### src/verilog/pipeline_types.sv
package pipeline_types;

    typedef logic [31:0]  bus32_t;
    typedef logic [255:0] bus256_t;

    // the cache is direct mapped with 8-word lines.
    localparam int LINE_WORDS  = 8;
    localparam int OFFSET_BITS = 3;
    localparam int INDEX_BITS  = 4;
    localparam int TAG_BITS    = 23;
    localparam int OFFSET_LSB  = 2;                        // byte offset below the word select.
    localparam int INDEX_LSB   = OFFSET_LSB + OFFSET_BITS;
    localparam int TAG_LSB     = INDEX_LSB + INDEX_BITS;
    localparam int NUM_LINES   = 2 ** INDEX_BITS;

    localparam int RAM_ADDR_BITS = 10;
    localparam int RAM_WORDS     = 2 ** RAM_ADDR_BITS;
    localparam int RAM_LATENCY   = 3;                      // request cycle to valid cycle.

    typedef logic [INDEX_BITS-1:0]  index_t;
    typedef logic [OFFSET_BITS-1:0] offset_t;
    typedef logic [TAG_BITS-1:0]    tag_t;

    typedef enum logic [2:0] {
        IDLE,
        LOOKUP,
        MISS_WAIT,
        REFILL,
        UNCACHED_WAIT
    } dcache_state_t;

    typedef enum logic [2:0] {
        CACOP_ICACHE = 3'd0,
        CACOP_DCACHE = 3'd1
    } cacop_target_t;

    typedef enum logic [1:0] {
        CACOP_INDEX_INV0 = 2'd0,
        CACOP_INDEX_INV1 = 2'd1,
        CACOP_HIT_INV    = 2'd2,
        CACOP_NONE       = 2'd3
    } cacop_mode_t;

endpackage
### src/verilog/dcache_store.sv
`timescale 1ns/1ps

module dcache_store (
    input  logic                     clk,
    input  logic                     rst_i,
    input  pipeline_types::index_t   index_i,
    input  logic                     refill_i,
    input  pipeline_types::tag_t     refill_tag_i,
    input  pipeline_types::bus256_t  refill_line_i,
    input  logic                     wr_i,
    input  pipeline_types::offset_t  wr_offset_i,
    input  pipeline_types::bus32_t   wr_data_i,
    input  logic [3:0]               wr_strb_i,
    input  logic                     inv_i,
    output logic                     valid_o,
    output pipeline_types::tag_t     tag_o,
    output pipeline_types::bus256_t  line_o
);

    logic [pipeline_types::NUM_LINES-1:0] valid;
    pipeline_types::tag_t    tag_mem  [pipeline_types::NUM_LINES];
    pipeline_types::bus256_t line_mem [pipeline_types::NUM_LINES];

    always_ff @(posedge clk) begin
        if (rst_i) begin
            valid   <= '0;
            valid_o <= 1'b0;
        end else begin
            if (refill_i) begin
                valid[index_i] <= 1'b1;
            end else if (inv_i) begin
                valid[index_i] <= 1'b0;
            end
            valid_o <= valid[index_i];  // old value when written in the same cycle.
        end
    end

    always_ff @(posedge clk) begin
        if (refill_i) begin
            tag_mem[index_i]  <= refill_tag_i;
            line_mem[index_i] <= refill_line_i;
        end else if (wr_i) begin
            for (int b = 0; b < 4; b++) begin
                if (wr_strb_i[b]) begin
                    line_mem[index_i][wr_offset_i * 32 + b * 8 +: 8] <= wr_data_i[b * 8 +: 8];
                end
            end
        end
        tag_o  <= tag_mem[index_i];
        line_o <= line_mem[index_i];
    end

    a_refill_xor_write: assert property (@(posedge clk) disable iff (rst_i)
        !(refill_i && wr_i));

endmodule

### config.mk
export PLATFORM = sky130hd
export DESIGN_NAME = dcache_store
export DESIGN_NICKNAME = d
export VERILOG_FILES = /design/src/verilog/pipeline_types.sv /design/src/verilog/dcache_store.sv
export SDC_FILE = /design/constraint.sdc
export NUM_CORES = 2
export LEC_CHECK = 0
export BUFFER_PORTS_ARGS = -buffer_cell sky130_fd_sc_hd__buf_4
export CAP_MARGIN = 10
export CORE_UTILIZATION = 35
export CTS_CLUSTER_DIAMETER = 100
export CTS_CLUSTER_SIZE = 14
export DETAILED_ROUTE_END_ITERATION = 7
export GPL_TIMING_DRIVEN = 0
export PLACE_DENSITY = 0.58
export SETUP_SLACK_MARGIN = 0.05
export SLEW_MARGIN = 20
export SYNTH_ARGS = -nofsm -noshare
export SYNTH_HDL_FRONTEND = slang
export SYNTH_MEMORY_MAX_BITS = 65536
export SYNTH_SLANG_ARGS = --single-unit
### constraint.sdc
create_clock -name clk -period 3.7 [get_ports clk]
set_input_delay 0.185 -clock clk [delete_from_list [all_inputs] [get_ports clk]]
set_output_delay 0.185 -clock clk [all_outputs]
set_load 0.01 [all_outputs]
# Word level (Yosys, flattened, before mapping)
# Memory sizes are Yosys's and may differ from the RTL's. A register that Yosys moved wholly into a read port is not among the register bits.
# Cells that the tools add are included.
totals:
  reg_bits: 17
  ram_bits: 4464
  elab_cells: 2098
  memories: 2
memory_table:
  columns: ["name", "words", "word_bits", "read_ports", "rd_ports_with_merged_regs", "wr", "line", "source"]
  rows:
  - ["line_mem", 16, 256, 1, 1, 1, "dcache_store.sv:22", "pipeline_types::bus256_t line_mem [pipeline_types::NUM_LINES];"]
  - ["tag_mem", 16, 23, 1, 1, 1, "dcache_store.sv:21", "pipeline_types::tag_t tag_mem [pipeline_types::NUM_LINES];"]
classes:
  add_sub_neg: 7
  n_bitwise: 1027
  mux: 1048
  n_shift: 8
  order_cmp: 2
  n_reduce_logical: 2
op_table:
  columns: ["cell", "count"]
  rows:
  - ["$mux W1", 1040]
  - ["$mux W256", 4]
  - ["$or A1 B1 Y1", 1024]
  - ["$shift A8 B34 Y256 const A", 4]
  - ["$shiftx A8 B34 Y256", 4]
  - ["$neg A9 Y34", 3]
  - ["$neg A8 Y34", 1]
  - ["$mux W16", 2]
  - ["$add A8 B5 Y9 const B", 2]
  - ["$and A16 B16 Y16", 1]
  - ["$not A16 Y16", 1]
  - ["$or A16 B16 Y16", 1]
  - ["$add A8 B4 Y9 const B", 1]
  - ["$lt A4 B5 Y1 const B", 1]
  - ["$bmux W1 S4", 1]
  - ["$demux W1 S4", 1]
  - ["$ge A4 B1 Y1 const B", 1]
  - ["$reduce_bool A2 Y1", 1]
  - ["$logic_and A1 B1 Y1", 1]

# Depth between registers and ports, before layout
depth:
  ltp_word: 8
  ltp_mapped: 12
  ltp_nobuf: 7

# Worst setup path after synthesis
# Ideal clock, no wire load.
synth_timing:
  path_kind: "input to register"
  startpoint: "in wr_offset_i[0]"
  endpoint: "mem line_mem[14][0] in the netlist's numbering (enable)"
  t_arrival_ns: 2.791
  setup_ns: 0.370
  required_time_ns: 3.330
  path_buffers: 4
  stages: 11
  setup_slack_ns: 0.538
  cell_sequence: "clkbuf_1 -> inv_1 -> clkbuf_1 -> ha_1 -> ha_1 -> nand4bb_1 -> or4b_1 -> buf_4 -> and2_4 -> buf_6 -> nor2_1"
synth_via:
  elab_chain_cells: 7
  elab_cells_between_ends: 19
synth_rtl:
  columns: ["item", "line", "source"]
  rows:
  - ["start, declared", "dcache_store.sv:11", "input pipeline_types::offset_t wr_offset_i,"]
  - ["$add A8 B4 Y9 / $neg A8 Y34 (equally long branches)", "dcache_store.sv:45", "line_mem[index_i][wr_offset_i * 32 + b * 8 +: 8] <= wr_data_i[b * 8 +: 8];"]
  - ["$neg A9 Y34 / $shift A8 B34 Y256 (equally long branches)", "dcache_store.sv:45", null]
  - ["$shift A8 B34 Y256 / $mux W256 (equally long branches)", "dcache_store.sv:45", null]
  - ["$mux W256 (implied by the code) / $or A1 B1 Y1 (equally long branches)", null, null]
  - ["$or A1 B1 Y1 (no source line) (2 in series)", null, null]
  - ["$or A1 B1 Y1 (no source line) *", null, null]
  - ["end, declared", "dcache_store.sv:22", null]
# Mark *: on every way between the ends. The rest lies on a longest branch, timed or not.

==> results.txt <==
- The wire-length estimate of the detail-placed layout is 475.4 mm.
- Cells after synthesis: 8,346
- Entering global routing, the biggest net connects 23 pins.
- Arrival time at the worst endpoint: between 4000 and 5000 ps
- Buffers from clock root to sink, at most: 4
- The slowest stage of the critical path is the sky130_fd_sc_hd__clkbuf_1 cell.
- Summing all placed instances gives a cell area of 194,300 um^2.
- Grt ovf: 0
- The final hold violation count is 0.
- The cell sitting at the root of the clock tree is a sky130_fd_sc_hd__clkbuf_16.
* RSZ-0062 raised after global routing: true
- Routed wire length: between 600 and 700 mm
- Measured against the total synthesized area, the mux share comes to about 15%.
- Once detail routing completed, the nets flagged for antenna violations numbered 0.
- Grouping stages by cell kind, the critical path spends the most delay in buffers and inverters.
- The most critical setup path has its startpoint at index_i[3].
* Max-cap check violation count: 0
- The first global-routing pass estimated about 840 mm of wire.
- The first routing iteration left between 15,000 and 20,000 violations.
- In this run, CTS created clock tree buffers numbering approximately 390.
* Relative slew slack: a little under a tenth
* Combined area of all synthesized cells: approximately 180,000 um^2
- Summing the areas of all compound-gate instances in the mapped netlist gives 2.708% of the synthesized area.
- TNS Setup: -18,570 ps
- Average routed wire per standard cell: around 38 um
* Crit-path max cell delay: between 900 and 1000 ps
* Synth Area in XOR/XNOR: 0.01397%
- Of all nets on the critical path, the largest fanout is 10.
- Worst r2r dst: line_o[168]$_DFF_P_
* Most common flop cell mapped by yosys: sky130_fd_sc_hd__edfxtp_1
- The worst hold path belongs to the class input pin to flop.
- TritonCTS built the clock tree.
- Share of flip-flops with an asynchronous set or reset after synthesis: 0%
* Type of the worst setup path: input pin to flop
- After layout, the worst setup slack is -251.3 ps.
* Timing endpoint of the critical path: tag_o[22]$_DFF_P_
- For the worst setup path, the data required time is between 4000 and 5000 ps.
* Total vias in the final route: between 90,000 and 100k
* Synthesized-area fraction occupied by adder cells: less than 1%
- Routability-driven placement finished with a final weighted congestion of about 1.0.
- The number of different library cells used by synthesis comes to 43.
* Initial standard-cell utilization of the core: a little over a third
* Leakage power: ~67 nW
- Area of the placeable core: 509,400 um^2
- Dividing total power by cell area gives a power density of around 520 nW/um^2.
- The first detailed-routing pass took 8 iterations.
- The floorplan step defined a die boundary enclosing a little over 500,000 um^2.
- At the pin with the least slew margin, the transition time is about 1400 ps.
* DRC errors left: 0
* Yosys Warn Count: 0
* Period minus WS final: 3951 ps
- Combined global-route utilization of all metal layers: between 20% and 30%
* Max-slew violations: 0
* Ratio of cells with drive above 1 in the final layout: 28.57%
- Source-to-sink clock delay at the later pin of the worst-skew pair: approximately 1100 ps
* Top cell by count, worst path: sky130_fd_sc_hd__clkbuf_1
- Of the total synthesized cell area, the portion taken by AND, OR, NAND and NOR gates is roughly 2.5%.
* Sequence of cells on the critical path: dlygate4sd3_1 > buf_2 > and2_1 > clkbuf_1 > clkbuf_1 > clkbuf_1 > a22oi_1 > nand2_1
- Counting the fill cells in the layout gives around 44,000.
- The number of buffers and inverters on the critical path is 5.
- Startpoint of the worst register-to-register path: line_mem[11][168]$_DFFE_PP_
- After detailed placement, the design holds a cell count of roughly 16,000.
- Worst vdd ir: ~0.51 mV
- Counting flops with a built-in enable in the synthesized netlist gives ~4,500.
* I/O pin total: around 610
* Register-to-register path setup slack: approximately 1700 ps
* Port Buffer Count: 600
- STA classifies the critical path endpoint as a flop.
* Non-filler cells, final: ~17,000
- H-tree Lvls: 5
- Register bit count reported by yosys: approximately 4,800
- The finished cells cover ~210,000 um^2.
- Counting every net in the synthesized netlist gives 8,679.
- Clock edge transition at the registers on the reported setup and hold paths: about 70 ps
* Number of antenna violations at the first check in global routing: around 140
- Dominant combinational cell family by area after synthesis: multiplexers
- Each instance of the synthesized netlist takes up on average 21.47 um^2.
* Outcome: complete, but fails checks
- For this run, the post-layout net count is between 10,000 and 15,000.
- Number of vias per cell after detailed routing: around 5.8
- After floorplanning, the core was divided into ~260 placement rows.
- Clock tree synthesis found a total of ~4,800 sinks.
- Based on the critical path, the design can be clocked at up to between 0.2 and 0.3 GHz.
* Width of the die: between 700 and 800 um
- Count of final setup violators: roughly 210
- Critical path launch point type: input pin
- Portion of the post-synthesis area used by sequential elements: between 70% and 80%
- Worst clock skew: between 100 and 150 ps
- Vias in the first global route: ~95,000
- The checks that failed: setup timing.
- From synthesis to final layout, the design area changed by 16.94%.
- Die span in y: 717.5 um
- Levels on crit path: 8
- Period Utilization, post-route: 106.8%
- Counting cells, the worst reg-to-reg path comes to 3.
[power by group]
part | internal, mW | switching [mW] | total (mW)
logic | 2.95 | 5.79 | 8.74
registers | 60.3 | 0.424 | 60.8
clock network | 19.9 | 19.6 | 39.6
[through the flow]
stage                     utilization (%)  worst slack [ps]  total power [mW]  hold WS (ps)
after global routing                41.08            -127.4             111.4         23.26
final                               41.13            -251.3             109.1         23.83
after CTS                           41.02             53.30             109.2        0.7034
after detailed placement            38.14             -1505             70.23         465.7
after global placement              37.71             -2122             69.85         461.8
after floorplan                         -             538.3             65.51         283.9
[worst min-delay path by stage]
stage / startpoint / end / slack, ps / cells after the start
2_1_floorplan: refill_tag_i[0] / tag_mem[0][0]$_DFFE_PP_ / 280 / 0
3_3_place_gp: flop / flop / 460 / 2
3_5_place_dp: flop / flop / 470 / 2
4_1_cts: wr_data_i[3] / line_mem[7][131]$_DFFE_PP_ / 0.7 / 2
5_1_grt: wr_data_i[17] / line_mem[15][241]$_DFFE_PP_ / 20 / 3
6_report: wr_data_i[17] / line_mem[11][241]$_DFFE_PP_ / 20 / 3
[cell type report]
type	instances	area (um^2)	share of cell area [%]
Tap cell	6732	8423	4.020
Antenna cell	156	390.4	0.1863
Clock buffer	630	10680	5.098
Clock inverter	38	670.6	0.3201
Inverter	23	86.33	0.04121
Timing Repair Buffer	1016	9666	4.613
Buffer	512	2282	1.089
Multi-Input combinational cell	3050	37340	17.82
Sequential cell	4760	140000	66.81
[cell usage after synthesis (all sizes together) (2+ instances only)]
library cell | count | share of area (%)
mux2 | 210 | 1.3
or3 | 2 | 0.0070
and2 | 59 | 0.21
nand2b | 6 | 0.022
ha | 6 | 0.042
buf | 236 | 0.62
a31oi | 18 | 0.063
mux2i | 2 | 0.011
nand4 | 7 | 0.024
nor2b | 6 | 0.021
and3 | 50 | 0.17
xnor2 | 2 | 0.014
a21oi | 23 | 0.064
a22o | 24 | 0.12
inv | 23 | 0.048
dfxtp | 296 | 3.3
mux4 | 1118 | 14
nor3 | 6 | 0.031
edfxtp | 4464 | 75
or2 | 4 | 0.014
o21ai | 40 | 0.11
nand3 | 36 | 0.13
nand2 | 345 | 0.72
clkbuf | 277 | 0.58
a22oi | 558 | 2.3
nor2 | 522 | 1.1
[cells in the final DEF, fill, tap and decap left out, types with 174 or more instances in the layout]
cell | netlist | final
sky130_fd_sc_hd__clkbuf_16 | 0 | 391
sky130_fd_sc_hd__nand2_1 | 345 | 345
sky130_fd_sc_hd__nor2_1 | 512 | 414
sky130_fd_sc_hd__buf_2 | 159 | 174
sky130_fd_sc_hd__mux4_2 | 1118 | 1118
sky130_fd_sc_hd__buf_4 | 2 | 605
sky130_fd_sc_hd__dfxtp_1 | 296 | 296
sky130_fd_sc_hd__mux2_2 | 210 | 210
sky130_fd_sc_hd__edfxtp_1 | 4464 | 4464
sky130_fd_sc_hd__clkbuf_1 | 277 | 431
sky130_fd_sc_hd__a22oi_1 | 558 | 558
sky130_fd_sc_hd__dlygate4sd3_1 | 0 | 328
[per-layer routing]
| layer | vias to the layer above | track usage, % | routed length [um] |
|---|---|---|---|
| met1 | 51710 | 29.54 | 222600 |
| li1 | 37490 | - | - |
| met5 | - | 0 | 432 |
| met4 | 46 | 16.83 | 52850 |
| met2 | 6845 | 36.67 | 286200 |
| met3 | 1534 | 9.354 | 85150 |
[cells by family after synthesis]
family          Yosys count
compound gates          666
xor+xnor                  2
fa+ha+maj                 6
buf+inv                 536
flops                  4760
mux                    1330
simple gates           1046
[worst register-to-register path: stages, from the launching register on]
cell and delay [ps]:
sky130_fd_sc_hd__edfxtp_1 370, sky130_fd_sc_hd__mux4_2 480, sky130_fd_sc_hd__a22oi_1 220, sky130_fd_sc_hd__nand2_1 520
[registers in the layout, indices dropped and copies added, names as in the netlist, named ones only]
signal and count:
line_mem 4096, tag_mem 368, line_o 256, tag_o 23, valid_o 1
[repair_timing]
item                                     CTS  global route
resized for setup                         25            14
hold buffers                             326             2
endpoints found under the setup margin   521           225
endpoints found under the hold margin   4388            32
setup buffers                              0             0
Note: power is estimated with default switching activity, not from simulation.
