### config.mk
export PLATFORM = sky130hd
export DESIGN_NAME = dcache_ctrl
export DESIGN_NICKNAME = d
export VERILOG_FILES = /design/src/verilog/pipeline_types.sv /design/src/verilog/dcache_ctrl.sv
export SDC_FILE = /design/constraint.sdc
export NUM_CORES = 1
export LEC_CHECK = 0
export BUFFER_PORTS_ARGS = -buffer_cell sky130_fd_sc_hd__buf_2
export CORE_AREA = 2 2 440 442
export CTS_CLUSTER_SIZE = 40
export DETAILED_ROUTE_END_ITERATION = 12
export DIE_AREA = 0 0 442 444
export SLEW_MARGIN = 20
export SYNTH_ARGS = -nofsm -noshare
export SYNTH_HDL_FRONTEND = slang
export SYNTH_SLANG_ARGS = --single-unit
### constraint.sdc
create_clock -name clk -period 4.32 [get_ports clk]
set_input_delay 0.216 -clock clk [delete_from_list [all_inputs] [get_ports clk]]
set_output_delay 0.216 -clock clk [all_outputs]
set_load 0.1 [all_outputs]
### src/verilog/pipeline_types.sv
package pipeline_types;

    typedef logic [31:0]  bus32_t;
    typedef logic [255:0] bus256_t;

    // the cache is direct mapped with 8-word lines.
    localparam int LINE_WORDS  = 8;
    localparam int OFFSET_BITS = 3;
    localparam int INDEX_BITS  = 4;
    localparam int TAG_BITS    = 23;
    localparam int OFFSET_LSB  = 2;                        // byte offset below the word select.
    localparam int INDEX_LSB   = OFFSET_LSB + OFFSET_BITS;
    localparam int TAG_LSB     = INDEX_LSB + INDEX_BITS;
    localparam int NUM_LINES   = 2 ** INDEX_BITS;

    localparam int RAM_ADDR_BITS = 10;
    localparam int RAM_WORDS     = 2 ** RAM_ADDR_BITS;
    localparam int RAM_LATENCY   = 3;                      // request cycle to valid cycle.

    typedef logic [INDEX_BITS-1:0]  index_t;
    typedef logic [OFFSET_BITS-1:0] offset_t;
    typedef logic [TAG_BITS-1:0]    tag_t;

    typedef enum logic [2:0] {
        IDLE,
        LOOKUP,
        MISS_WAIT,
        REFILL,
        UNCACHED_WAIT
    } dcache_state_t;

    typedef enum logic [2:0] {
        CACOP_ICACHE = 3'd0,
        CACOP_DCACHE = 3'd1
    } cacop_target_t;

    typedef enum logic [1:0] {
        CACOP_INDEX_INV0 = 2'd0,
        CACOP_INDEX_INV1 = 2'd1,
        CACOP_HIT_INV    = 2'd2,
        CACOP_NONE       = 2'd3
    } cacop_mode_t;

endpackage
### src/verilog/dcache_ctrl.sv
`timescale 1ns/1ps

module dcache_ctrl (
    input  logic                         clk,
    input  logic                         rst_i,
    input  logic                         req_i,
    input  logic                         we_i,
    input  logic                         uncache_i,
    input  logic                         cacop_en_i,
    input  logic                         cacop_any_i,
    input  pipeline_types::cacop_mode_t  cacop_mode_i,
    input  pipeline_types::bus32_t       addr_i,
    input  pipeline_types::bus32_t       wdata_i,
    input  logic [3:0]                   wstrb_i,
    output logic                         busy_o,
    output logic                         ack_o,
    output pipeline_types::bus32_t       rdata_o,
    output pipeline_types::index_t       st_index_o,
    output logic                         st_refill_o,
    output pipeline_types::tag_t         st_refill_tag_o,
    output pipeline_types::bus256_t      st_refill_line_o,
    output logic                         st_wr_o,
    output pipeline_types::offset_t      st_wr_offset_o,
    output pipeline_types::bus32_t       st_wr_data_o,
    output logic [3:0]                   st_wr_strb_o,
    output logic                         st_inv_o,
    input  logic                         st_valid_i,
    input  pipeline_types::tag_t         st_tag_i,
    input  pipeline_types::bus256_t      st_line_i,
    output logic                         line_req_o,
    output pipeline_types::bus32_t       line_addr_o,
    input  logic                         line_valid_i,
    input  pipeline_types::bus256_t      line_data_i,
    output logic                         word_req_o,
    output pipeline_types::bus32_t       word_addr_o,
    input  logic                         word_valid_i,
    input  pipeline_types::bus32_t       word_data_i,
    output logic                         wr_en_o,
    output pipeline_types::bus32_t       wr_addr_o,
    output pipeline_types::bus32_t       wr_data_o,
    output logic [3:0]                   wr_strb_o
);

    pipeline_types::dcache_state_t state;

    pipeline_types::bus32_t      req_addr;
    pipeline_types::bus32_t      req_wdata;
    logic [3:0]                  req_wstrb;
    logic                        req_we;
    logic                        req_uncache;
    logic                        req_cacop_any;
    logic                        req_cacop_en;
    pipeline_types::cacop_mode_t req_mode;

    pipeline_types::tag_t    req_tag;
    pipeline_types::index_t  req_index;
    pipeline_types::offset_t req_offset;
    logic hit;
    logic is_load;
    logic start_uncached;
    logic index_inv;

    assign req_tag    = req_addr[31:pipeline_types::TAG_LSB];
    assign req_index  = req_addr[pipeline_types::TAG_LSB-1:pipeline_types::INDEX_LSB];
    assign req_offset = req_addr[pipeline_types::INDEX_LSB-1:pipeline_types::OFFSET_LSB];

    assign hit     = st_valid_i && (st_tag_i == req_tag);
    assign is_load = !req_we && !req_cacop_any;

    // an uncached load goes to the word port straight from IDLE to meet its latency.
    assign start_uncached = (state == pipeline_types::IDLE) && req_i && uncache_i &&
                            !we_i && !cacop_any_i;

    assign index_inv = (req_mode == pipeline_types::CACOP_INDEX_INV0) ||
                       (req_mode == pipeline_types::CACOP_INDEX_INV1);

    assign busy_o = (state != pipeline_types::IDLE);

    // in IDLE the store reads the incoming index so the tag is ready in LOOKUP.
    assign st_index_o = (state == pipeline_types::IDLE) ?
                        addr_i[pipeline_types::TAG_LSB-1:pipeline_types::INDEX_LSB] : req_index;

    assign st_refill_o      = (state == pipeline_types::REFILL) && line_valid_i;
    assign st_refill_tag_o  = req_tag;
    assign st_refill_line_o = line_data_i;
    assign st_wr_o          = (state == pipeline_types::LOOKUP) && req_we && !req_uncache && hit;
    assign st_wr_offset_o   = req_offset;
    assign st_wr_data_o     = req_wdata;
    assign st_wr_strb_o     = req_wstrb;
    assign st_inv_o = (state == pipeline_types::LOOKUP) && req_cacop_en &&
                      (index_inv || ((req_mode == pipeline_types::CACOP_HIT_INV) && hit));

    assign line_req_o  = (state == pipeline_types::MISS_WAIT);
    assign line_addr_o = {req_addr[31:pipeline_types::INDEX_LSB],
                          {pipeline_types::INDEX_LSB{1'b0}}};
    assign word_req_o  = start_uncached;
    assign word_addr_o = addr_i;

    // stores always write through, hit or not.
    assign wr_en_o   = (state == pipeline_types::LOOKUP) && req_we;
    assign wr_addr_o = req_addr;
    assign wr_data_o = req_wdata;
    assign wr_strb_o = req_wstrb;

    always_ff @(posedge clk) begin
        if (rst_i) begin
            state <= pipeline_types::IDLE;
            ack_o <= 1'b0;
        end else begin
            ack_o <= 1'b0;
            case (state)
                pipeline_types::IDLE: begin
                    if (req_i) begin
                        state <= start_uncached ? pipeline_types::UNCACHED_WAIT
                                                : pipeline_types::LOOKUP;
                    end
                end
                pipeline_types::LOOKUP: begin
                    if (!is_load || hit) begin
                        ack_o <= 1'b1;
                        state <= pipeline_types::IDLE;
                    end else begin
                        state <= pipeline_types::MISS_WAIT;
                    end
                end
                pipeline_types::MISS_WAIT: state <= pipeline_types::REFILL; // line read issued.
                pipeline_types::REFILL: begin
                    if (line_valid_i) begin
                        ack_o <= 1'b1;
                        state <= pipeline_types::IDLE;
                    end
                end
                pipeline_types::UNCACHED_WAIT: begin
                    if (word_valid_i) begin
                        ack_o <= 1'b1;
                        state <= pipeline_types::IDLE;
                    end
                end
                default: state <= pipeline_types::IDLE;
            endcase
        end
    end

    always_ff @(posedge clk) begin
        if ((state == pipeline_types::IDLE) && req_i) begin
            req_addr      <= addr_i;
            req_wdata     <= wdata_i;
            req_wstrb     <= wstrb_i;
            req_we        <= we_i && !cacop_any_i;      // a cacop is never a store.
            req_uncache   <= uncache_i && !cacop_any_i;
            req_cacop_any <= cacop_any_i;
            req_cacop_en  <= cacop_en_i;
            req_mode      <= cacop_mode_i;
        end
        if ((state == pipeline_types::LOOKUP) && is_load && hit) begin
            rdata_o <= st_line_i[req_offset * 32 +: 32];
        end else if ((state == pipeline_types::REFILL) && line_valid_i) begin
            rdata_o <= line_data_i[req_offset * 32 +: 32];
        end else if ((state == pipeline_types::UNCACHED_WAIT) && word_valid_i) begin
            rdata_o <= word_data_i;
        end
    end

    a_no_req_when_busy: assert property (@(posedge clk) disable iff (rst_i)
        req_i |-> !busy_o);

    a_ack_single_pulse: assert property (@(posedge clk) disable iff (rst_i)
        ack_o |=> !ack_o);

endmodule

# --- Word level (Yosys, flattened, before mapping) ---
# Index checks and enable logic that the tools add are counted.
totals:
  word_cells: 69
  out_inout_bits: 494
  in_bits: 647
  reg_bits: 110
op_classes:
  n_reduce_logical: 32
  shifts: 2
  eq_ne: 10
  n_mux: 14
op_table:
  columns: ["cell", "n"]
  rows:
  - ["256-bit by 9-bit variable part select with 32-bit output", 2]
  - ["32-bit 2-to-1 mux", 3]
  - ["23-bit == test", 1]
  - ["1-bit logical AND", 18]
  - ["3-bit one-hot mux with 5 select lines", 1]
  - ["3-bit 2-to-1 mux", 4]
  - ["3-bit by 2-bit == test with 1-bit output (second input constant)", 2]
  - ["1-bit zero test", 6]
  - ["2-bit != test (second input constant)", 3]
  - ["3-bit nonzero test", 2]
  - ["4-bit 2-to-1 mux", 1]
  - ["3-bit by 1-bit == test with 1-bit output (second input constant)", 1]
  - ["3-bit == test (second input constant)", 1]
  - ["3-bit zero test", 1]
  - ["1-bit logical OR", 3]
  - ["1-bit 2-to-1 mux", 3]
  - ["1-bit one-hot mux with 3 select lines", 1]
  - ["3-bit AND reduction", 1]
  - ["2-bit by 1-bit == test with 1-bit output (second input constant)", 1]
  - ["2-bit == test (second input constant)", 1]
  - ["2-bit zero test", 1]
  - ["2-bit 2-to-1 mux", 1]

# --- Depth between registers and ports, before layout ---
# Gate-level depths: netlist of run 1.
depth:
  word_depth: 8
  depth_mapped: 8
  mapped_depth_nobuf: 5

# --- Worst setup path before layout of run 1 ---
# No wires, ideal clock.
synth_path:
  kind: "register to output"
  startpoint: "register req_addr[22] (netlist: wr_addr_o[22])"
  endpoint: "output st_wr_o"
  t_arrival_ns: 4.059
  path_slack_ns: 0.045
  stages_incl_launch_ff: 6
  t_required_ns: 4.104
  n_path_buf: 0
  path_cell_list: "edfxtp_1 > nand2b_1 > o2111ai_1 > nor4_4 > nand3_1 > nor3b_1"
synth_between:
  elab_chain_len: 3
synth_lines:
  columns: ["element", "line_no", "rtl"]
  rows:
  - ["from (decl)", "dcache_ctrl.sv:46", "pipeline_types::bus32_t req_addr;"]
  - ["from (signal assigned)", "dcache_ctrl.sv:146", "req_addr <= addr_i;"]
  - ["23-bit == test", "dcache_ctrl.sv:67", "assign hit = st_valid_i && (st_tag_i == req_tag);"]
  - ["1-bit logical AND", "dcache_ctrl.sv:67", null]
  - ["1-bit logical AND", "dcache_ctrl.sv:86", "assign st_wr_o = (state == pipeline_types::LOOKUP) && req_we && !req_uncache && hit;"]
  - ["to (decl)", "dcache_ctrl.sv:22", "output logic st_wr_o,"]
# No other way between the ends.

# --- Worst setup path after layout of run 1 ---
layout_path:
  startpoint: "register state[1]"
  endpoint: "output word_req_o"
layout_between:
  elab_chain_len: 5
layout_lines:
  columns: ["element", "line_no", "rtl"]
  rows:
  - ["from (decl)", "dcache_ctrl.sv:44", "pipeline_types::dcache_state_t state;"]
  - ["from (signal assigned)", "dcache_ctrl.sv:107", "state <= pipeline_types::IDLE;"]
  - ["from (signal assigned)", "dcache_ctrl.sv:114", "state <= start_uncached ? pipeline_types::UNCACHED_WAIT"]
  - ["from (signal assigned)", "dcache_ctrl.sv:121", "state <= pipeline_types::IDLE;"]
  - ["3-bit zero test", "dcache_ctrl.sv:71", "assign start_uncached = (state == pipeline_types::IDLE) && req_i && uncache_i &&"]
  - ["1-bit logical AND (3 in a row)", "dcache_ctrl.sv:71", null]
  - ["1-bit logical AND", "dcache_ctrl.sv:72", "!we_i && !cacop_any_i;"]
  - ["to (decl)", "dcache_ctrl.sv:34", "output logic word_req_o,"]
# No other way between the ends.

==> metrics.txt, run 1 <==
Clock Skew=42.6 ps; Via density=3.02; Slew @ Worst Pin=951 ps; Synth warnings=0; DRT Wirelength=175000 microns; max incr delay on CP=780 ps; DRT antenna net count=0; initial antenna violation count=181; Post-Synthesis Cells=1023; global-route wire length before repair=201000 microns; fin crit share=80.0%; CP required=4100 ps; starting density of the core=5.90%; hold_sp=we_i; area leader, netlist=edfxtp_1; Core ar.=0.192 sq mm; largest net degree at the start of global routing=66; die width=442 microns; # rows=161; RR Startpoint=wr_addr_o[27]; Syn Std Cell Area=0.0113 sq mm; PD cells=333 mW/mm^2; CP top delay family=simple AND/OR/NAND/NOR gates; final net count=2492; startpoint types=register; buffer depth of the longest clock path=2; leakage=8.24 nW; via count of the first global-routing pass=12727; final-report hold violation count=0; crit-path cells=nor3_2 -> and2_4 -> nand3b_1 -> inv_1 -> buf_2; Crit Path Category=register to output pin; WP buf/inv=2; setup bufs post-CTS=0; sequential element share of the synthesized area=28.9%; number of I/O port buffers=1135; via count=13409; CTS Root Buffer Type=clkbuf_16; status=finished, final reports clean; Starting DRT DRC Count=1703; max_slew headroom=34.8%; top-area cell type share of the netlist area=28.2%; # fillers=22181; GRT Residual Overflow=0; setup TNS=0 ps; routability cong.=1.19; cell at the slowest stage of the critical path=and2_4; Avg WL per Cell=39.3 microns; clock sinks=110; Setup WS pre-CTS=1270 ps; VDD IR-drop max=0.204 mV; H-Tree Depth=3; Distinct cells, synth=43; synthesized area per cell=11.0 sq um; Worst Path Max Fanout=37; Worst setup EP type=output pin; CTS buffer count=9; Seq cells post-synth=110; Reg clk slew, reported paths=120 ps; crit path time final=3460 ps; synth-to-layout area growth=64.6%; share of layout cells above drive strength 1=69.1%; RSZ-0062 raised after global routing=false; DRC viols=0; drt first pass iters=7; Slew Limit Fails=0; Die ar.=0.196 sq mm; Worst Setup SP=state[1]; post-cts resize count=0; number of top-level pins=1141; maxcap violations=0; total global-route track usage=17.1%; top post-synthesis cells by area=edfxtp_1 (28%), buf_4 (26%), mux2i_1 (14%), mux4_2 (13%), a22o_1 (2.6%); Die H=444 microns; Final WS setup=862 ps; clock latency on the worst-skew pair=470 ps; Worst Path Arrival=3240 ps; CTS tree=built; Worst Hold Class=primary input to register; dpl hpwl=161000 microns; Setup violations, final=0; Fmax=0.289 GHz
==> area by class of cell <==
| class | instances | area (sq um) | share of cell area (%) |
|---|---|---|---|
| repair buffers | 1249 | 6780 | 36.5 |
| multi-input cells | 465 | 4880 | 26.2 |
| flip-flops and latches | 110 | 3260 | 17.5 |
| well taps | 2526 | 3160 | 17.0 |
| clock buffers | 10 | 229 | 1.23 |
| diodes | 67 | 168 | 0.901 |
| clock inverters | 6 | 86.3 | 0.464 |
| inverters | 10 | 37.5 | 0.202 |
==> flip-flops by register name (all words and copies together) (netlist names) <==
register	cells
ack_o	1
rdata_o	32
req_cacop_any	1
req_cacop_en	1
req_mode	2
req_uncache	1
req_we	1
st_wr_data_o	32
st_wr_strb_o	4
state	3
wr_addr_o	32
==> cell usage after synthesis <==
| library cell | instances |
|---|---|
| nand4b_1 | 1 |
| inv_2 | 1 |
| o21ai_0 | 1 |
| nand4_1 | 3 |
| nor2_1 | 6 |
| a21oi_1 | 34 |
| and3_1 | 1 |
| a211oi_1 | 33 |
| conb_1 | 1 |
| o22ai_1 | 1 |
| o221ai_1 | 1 |
| o2111ai_1 | 1 |
| xnor2_1 | 17 |
| nor4_4 | 2 |
| nand2b_1 | 5 |
| nand2_1 | 5 |
| buf_1 | 2 |
| o22a_1 | 1 |
| nor3_1 | 2 |
| buf_6 | 4 |
| nor2b_1 | 37 |
| mux2_2 | 5 |
| clkbuf_1 | 26 |
| nor3b_1 | 1 |
| inv_1 | 9 |
| or2_1 | 1 |
| and2_1 | 3 |
| nor3_2 | 1 |
| a2111oi_0 | 27 |
| a32oi_1 | 1 |
| a22o_1 | 34 |
| dfxtp_1 | 4 |
| clkbuf_4 | 2 |
| buf_2 | 19 |
| a2111oi_1 | 5 |
| edfxtp_1 | 106 |
| mux2i_1 | 160 |
| buf_12 | 3 |
| nand4_2 | 1 |
| nand3_1 | 4 |
| buf_4 | 386 |
| mux4_2 | 64 |
| nand3b_1 | 2 |
==> per-layer routing <==
layer / share of wire [%] / global-route usage, % / vias up
met5: 0.25 / 0.977 / -
met1: 30 / 15.8 / 6536
met4: 4.5 / 7.48 / 46
li1: - / - / 5146
met2: 52 / 30.9 / 1297
met3: 13 / 9.25 / 384
==> worst register-to-register path: stages, from the launching register on <==
cell and delay (ps):
edfxtp_1 680, xnor2_1 290, nand4_1 100, nor2_1 570, nand4_4 200, buf_4 370
mux2i_1 430
==> power breakdown <==
part / internal, mW / switching (mW) / leakage, nW
clock network: 0.473 / 0.662 / 0.155
logic: 0.715 / 3.02 / 7.05
registers: 1.24 / 0.0819 / 1.03
total: 2.43 / 3.77 / 8.24
==> placed cells by master, fill, tap and decap left out, types with 8 or more instances in the layout <==
cell,Yosys,routed
a2111oi_0,27,22
a2111oi_1,5,8
a211oi_1,33,33
a21oi_1,34,34
a22o_1,34,34
buf_2,19,1135
buf_4,386,37
clkbuf_16,0,9
diode_2,0,67
dlygate4sd3_1,0,71
edfxtp_1,106,106
inv_1,9,9
mux2i_1,160,158
mux4_2,64,64
nor2b_1,37,35
xnor2_1,17,17
==> cells by family (layout without fill, tap and decap cells) <==
| family | after synthesis | count (layout) | synth area share (%) |
|---|---|---|---|
| AOI/OAI and AO/OA | 139 | 139 | 9.28 |
| xor gates and xnor gates | 17 | 17 | 1.32 |
| buffers and inverters | 452 | 1275 | 28.8 |
| DFF | 110 | 110 | 28.9 |
| muxes | 229 | 229 | 27.4 |
| other | 1 | 72 | 0.0332 |
| and+or+nand+nor | 75 | 75 | 4.25 |
==> final timing paths <==
path	cells after the start	slack (ps)	end
min reg2reg	2	620	state[2]
max reg2reg	6	1380	rdata_o[27]
min	2	70	req_we
max	5	860	word_req_o
==> timing repair <==
action / in CTS / in global routing
hold endpoints to repair: 74 / 0
hold buffers: 71 / 0
endpoints found under the setup margin: 0 / 0
==> per-stage QoR <==
stage          std cells  hold WS [ps]  power [mW]  cell area, sq um  utilization [%]
2_1_floorplan       1027           285        3.99             11300                -
3_3_place_gp        4288           394        5.05             17400             9.08
3_5_place_dp        4289           394        5.08             17400             9.09
4_1_cts             4376         0.889        6.36             18400             9.62
5_1_grt             4416          41.2        6.41             18500             9.67
6_report            4443          73.8        6.20             18600             9.71
No activity file was read; power rests on OpenSTA's default activity.
==> inputs of run 2 (changes only) <==
==> constraint.sdc (replaced) <==
create_clock -name clk -period 2.9 [get_ports clk]
set_input_delay 0.145 -clock clk [delete_from_list [all_inputs] [get_ports clk]]
set_output_delay 0.145 -clock clk [all_outputs]
set_load 0.1 [all_outputs]
==> run 2 against run 1 <==
Routed wire length down 2.8%. Design area grew 3.7%. Hold slack got worse by 14 ps. Sequential power rose by 44%. Cell count increased by 1.5%. Critical path type unchanged. Largest power group unchanged.
==> metrics.txt, run 2 (synthesized netlist as in run 1, its figures left out) <==
status=finished, final reports clean (unchanged); dpl hpwl=157000 microns (was 161000 microns); maxcap violations=0 (unchanged); clock latency on the worst-skew pair=460 ps (was 470 ps); Final Non-Filler Cells=4509 (was 4443); Reg clk slew, reported paths=140 ps (was 120 ps); fin crit share=95.1%; crit path to=st_wr_o (was word_req_o); routability cong.=1.23 (was 1.19); crit path time final=2760 ps; flop2flop setup slack=270 ps (was 1380 ps); PD cells=479 mW/mm^2 (was 333 mW/mm^2); Avg WL per Cell=37.7 microns (was 39.3 microns); Fmax=0.363 GHz; die width=442 microns (unchanged); leakage=8.61 nW (was 8.24 nW); Die H=444 microns (unchanged); Die ar.=0.196 sq mm (unchanged); fin util=10.1% (was 9.71%); H-Tree Depth=3 (unchanged); VDD IR-drop max=0.327 mV (was 0.204 mV); drt first pass iters=6 (was 7); placed cell area=0.0179 sq mm (was 0.0174 sq mm); number of I/O port buffers=1135 (unchanged); via count=13796 (was 13409); Starting DRT DRC Count=1552 (was 1703); final-report hold violation count=0 (unchanged); CTS tree=built (unchanged); RR Startpoint=wr_addr_o[4] (was wr_addr_o[27]); starting density of the core=5.90% (unchanged); max_slew headroom=42.3% (was 34.8%); Via density=3.06 (was 3.02); largest net degree at the start of global routing=60 (was 66); startpoint types=register (unchanged); Setup violations, final=0 (unchanged); Reg2Reg Depth=8 (was 6); Crit Path Category=register to output pin (unchanged); global-route wire length before repair=196000 microns (was 201000 microns); via count of the first global-routing pass=12747 (was 12727); # rows=161 (unchanged); DRT antenna net count=0 (unchanged); # fillers=22156 (was 22181); Worst Path Max Fanout=4 (was 37); Worst Setup SP=wr_addr_o[10] (was state[1]); Cells after DPL=4342 (was 4289); Finished Cell Area=0.0193 sq mm (was 0.0186 sq mm); most common cell after layout, fill and taps aside=buf_2 (unchanged); Core ar.=0.192 sq mm (unchanged); RSZ-0062 raised after global routing=false (unchanged); share of layout cells above drive strength 1=69.8% (was 69.1%); Worst Path Arrival=2610 ps (was 3240 ps); number of top-level pins=1141 (unchanged); CTS buffer count=9 (unchanged); Slew Limit Fails=0 (unchanged); most frequent cells in the layout=buf_2 (1133), mux2i_1 (160), edfxtp_1 (106) (was buf_2 (1135), mux2i_1 (158), edfxtp_1 (106)); CP required=2760 ps (was 4100 ps); CTS Root Buffer Type=clkbuf_16 (unchanged); Slew @ Worst Pin=871 ps (was 951 ps); final net count=2558 (was 2492); synth-to-layout area growth=70.6% (was 64.6%); total global-route track usage=16.5% (was 17.1%); DRT Wirelength=170000 microns (was 175000 microns); GRT Residual Overflow=0 (unchanged); clock sinks=110 (unchanged); Worst Hold Class=primary input to register (unchanged); buffer depth of the longest clock path=2 (unchanged); r2r endpoint=rdata_o[22] (was rdata_o[27]); Worst setup EP type=output pin (unchanged); initial antenna violation count=164 (was 181); Clock Skew=46.2 ps (was 42.6 ps); DRC viols=0 (unchanged)
==> run 2: cell count changes in the layout (fill, tap and decap cells not counted), moves of 2 or more <==
cell           change
buf_4             +49
a2111oi_1          -2
inv_12             +2
clkinv_8           +2
inv_6              -2
a2111oi_0          +2
buf_12            +12
mux2i_2            -2
mux2i_1            +2
buf_2              -2
dlygate4sd3_1      +8
==> run 2: cell type report <==
type | instances | area, sq um | area share, %
Clock inverter | 7 | 104 | 0.539
Tap cell | 2526 | 3160 | 16.4
Timing Repair Buffer | 1315 | 7450 | 38.6
Antenna cell | 67 | 168 | 0.870
Multi-Input combinational cell | 465 | 4880 | 25.3
Sequential cell | 110 | 3260 | 16.9
Clock buffer | 9 | 225 | 1.17
Inverter | 10 | 37.5 | 0.195
==> run 2: critical path: stages (launching register included) <==
cell      delay (ps)
edfxtp_1         580
xnor2_1          220
nand4_1          260
nor2_4           310
nand3_1          230
nor3b_2          330
buf_12           220
==> run 2: what timing repair did <==
| action | CTS | global route |
|---|---|---|
| hold buffers | 79 | 0 |
| buffers inserted | 2 | 3 |
| pin swaps | 2 | 2 |
| hold endpoints to repair | 81 | 0 |
| setup endpoints to repair | 2 | 1 |
| resized for setup | 1 | 1 |
| cloned | 0 | 0 |
==> run 2: worst min-delay path by stage <==
stage                     from         endpoint  depth (start not counted)
4_1_cts         word_data_i[6]       rdata_o[6]                          3
6_report       word_data_i[16]      rdata_o[16]                          3
2_1_floorplan            rst_i         state[2]                          1
5_1_grt             addr_i[28]    wr_addr_o[28]                          1
3_5_place_dp        wdata_i[1]  st_wr_data_o[1]                          1
3_3_place_gp        wdata_i[2]  st_wr_data_o[2]                          1
==> run 2: report_power, final <==
part | switching [mW] | leakage, nW | internal (mW)
Sequential | 0.0720 | 1.03 | 1.85
Clock | 1.00 | 0.159 | 0.648
Combinational | 4.51 | 7.42 | 1.15
Total | 5.59 | 8.61 | 3.65
==> run 2: through the flow <==
| stage | TNS (ps) | setup WS [ps] | hold slack, ps | power, mW |
|---|---|---|---|---|
| global placement | 0 | 262 | 323 | 7.52 |
| CTS | 0 | 15.3 | 0.659 | 9.45 |
| detailed placement | 0 | 248 | 323 | 7.56 |
| global route | 0 | 10.6 | 18.5 | 9.55 |
| floorplan | -326 | -326 | 214 | 5.94 |
| finish | 0 | 143 | 59.3 | 9.24 |
==> run 2: per-layer routing <==
layer,vias up,global-route usage [%],routed length (microns)
li1,5273,-,-
met2,1382,29.3,85100
met3,434,9.58,23700
met1,6669,14.9,50500
met4,38,8.50,10300
met5,-,0.171,299
==> inputs of run 3 (changes only) <==
==> constraint.sdc (replaced) <==
create_clock -name clk -period 2.9 [get_ports clk]
set_input_delay 0 -clock clk [delete_from_list [all_inputs] [get_ports clk]]
set_output_delay 0 -clock clk [all_outputs]
set_load 0.1 [all_outputs]
==> run 3 against run 2 <==
Global-route usage barely moved. Die area unchanged. First-iteration DRC count fell by 9.1%. Hold slack worse by 7.7 ps. Critical path depth stayed put. Routed wire length up 0.16%. Sequential power barely moved. Clock power about the same. Highest routed layer unchanged. Worst setup slack improved by 36 ps. Critical path type unchanged. Clock skew down 5.2 ps.
==> metrics.txt, run 3 (synthesized netlist as in run 1, its figures left out) <==
status=finished, final reports clean (unchanged); share of layout cells above drive strength 1=69.1% (was 69.8%); fin util=10.2% (was 10.1%); DRT antenna net count=0 (unchanged); Worst Hold Class=primary input to register (unchanged); initial antenna violation count=167 (was 164); via count of the first global-routing pass=12898 (was 12747); Core ar.=0.192 sq mm (unchanged); VDD IR-drop max=0.338 mV (was 0.327 mV); fin crit share=93.8% (was 95.1%); DRT Wirelength=170000 microns (about the same); starting density of the core=5.90% (unchanged); drt first pass iters=8 (was 6); Finished Cell Area=0.0195 sq mm (was 0.0193 sq mm); RSZ-0062 raised after global routing=false (unchanged); leakage=8.67 nW (was 8.61 nW); largest net degree at the start of global routing=60 (unchanged); Worst Path Max Fanout=5 (was 4); cell at the slowest stage of the critical path=edfxtp_1 (unchanged); Crit Path Category=register to output pin (unchanged); Slew @ Worst Pin=937 ps (was 871 ps); total global-route track usage=16.6% (was 16.5%); Worst setup EP type=output pin (unchanged); most frequent cells in the layout=buf_2 (1133), mux2i_1 (160), edfxtp_1 (106) (unchanged); clock latency on the worst-skew pair=460 ps (about the same); final net count=2573 (was 2558); via count=13988 (was 13796); CP top delay family=simple AND/OR/NAND/NOR gates (unchanged); PD cells=475 mW/mm^2 (was 479 mW/mm^2); WP buf/inv=2 (was 1); # fillers=22173 (was 22156); crit path time final=2720 ps (was 2760 ps); crit-path cells=inv_1 -> o221ai_1 -> nor4_4 -> nand3_1 -> nor3b_2 -> buf_4 (was xnor2_1 -> nand4_1 -> nor2_4 -> nand3_1 -> nor3b_2 -> buf_12); Via density=3.07 (was 3.06); synth-to-layout area growth=72.6% (was 70.6%); Avg WL per Cell=37.3 microns (was 37.7 microns); DRC viols=0 (unchanged); maxcap violations=0 (unchanged); number of I/O port buffers=1135 (unchanged); number of top-level pins=1141 (unchanged); Starting DRT DRC Count=1411 (was 1552); CP required=2900 ps (was 2760 ps); final-report hold violation count=0 (unchanged); Slew Limit Fails=0 (unchanged); Reg clk slew, reported paths=140 ps (about the same); global-route wire length before repair=196000 microns (about the same); CTS Root Buffer Type=clkbuf_16 (unchanged); max incr delay on CP=580 ps (about the same); Final Hold Slack=51.6 ps (was 59.3 ps); placed cell area=0.0179 sq mm (about the same); buffer depth of the longest clock path=2 (unchanged); GRT Residual Overflow=0 (unchanged); routability cong.=1.21 (was 1.23); # rows=161 (unchanged); max_slew headroom=38.0% (was 42.3%); CTS tree=built (unchanged); Clock Skew=41.0 ps (was 46.2 ps); most common cell after layout, fill and taps aside=buf_2 (unchanged); CTS buffer count=9 (unchanged); die width=442 microns (unchanged); dpl hpwl=157000 microns (about the same); H-Tree Depth=3 (unchanged); startpoint types=register (unchanged); Die ar.=0.196 sq mm (unchanged); Die H=444 microns (unchanged); Setup violations, final=0 (unchanged); Fmax=0.367 GHz (was 0.363 GHz); clock sinks=110 (unchanged); Worst Path Arrival=2720 ps (was 2610 ps)
-- run 3: cell types whose count changed in the layout (fill, tap and decap cells not counted) --
cell / change
buf_12: -2
dlygate4sd3_1: +19
diode_2: +37
nor2_4: -1
buf_4: -2
nor2_2: +1
-- run 3: metal layers --
layer | global-route usage [%] | part of all wire, %
met5 | 0.830 | 0.27
met4 | 8.89 | 5.8
met3 | 9.51 | 14
met2 | 29.2 | 50
met1 | 14.8 | 30
-- run 3: cell type report --
class	instances	area [sq um]	share of cell area, %
antenna	104	260	1.33
clock buffer	9	225	1.15
clock inverter	7	104	0.532
inverter	10	37.5	0.192
multi-input combinational	465	4870	25.0
sequential	110	3260	16.7
tap	2526	3160	16.2
timing repair buffer	1330	7580	38.9
-- run 3: worst min-delay path: stages --
cell and delay (ps):
buf_2 90, a21oi_1 150, mux2i_1 160
-- run 3: where the power goes --
part           internal (mW)  switching (mW)
logic                   1.17            4.52
clock network          0.648            1.01
registers               1.85          0.0719
total                   3.67            5.60
-- run 3: final timing paths --
path	slack, ps	startpoint	end	cells after the start
max	180	wr_addr_o[16]	st_wr_o	6
max reg2reg	210	wr_addr_o[4]	rdata_o[22]	8
min	50	word_data_i[19]	rdata_o[19]	3
min reg2reg	660	state[2]	state[0]	1
-- run 3: timing repair --
item / CTS / global route
setup endpoints to repair: 1 / 2
gates cloned: 0 / 0
resized for setup: 1 / 0
pin swaps: 0 / 2
buffers inserted: 0 / 2
hold buffers: 98 / 0
endpoints found under the hold margin: 98 / 0
-- run 3: stage by stage --
step | worst slack [ps] | cells | setup TNS, ps | power [mW]
after floorplan | -181 | 1027 | -181 | 5.94
after global placement | 348 | 4341 | 0 | 7.52
after detailed placement | 315 | 4341 | 0 | 7.56
after CTS | 13.1 | 4455 | 0 | 9.46
after global routing | 43.1 | 4537 | 0 | 9.55
final | 178 | 4561 | 0 | 9.27
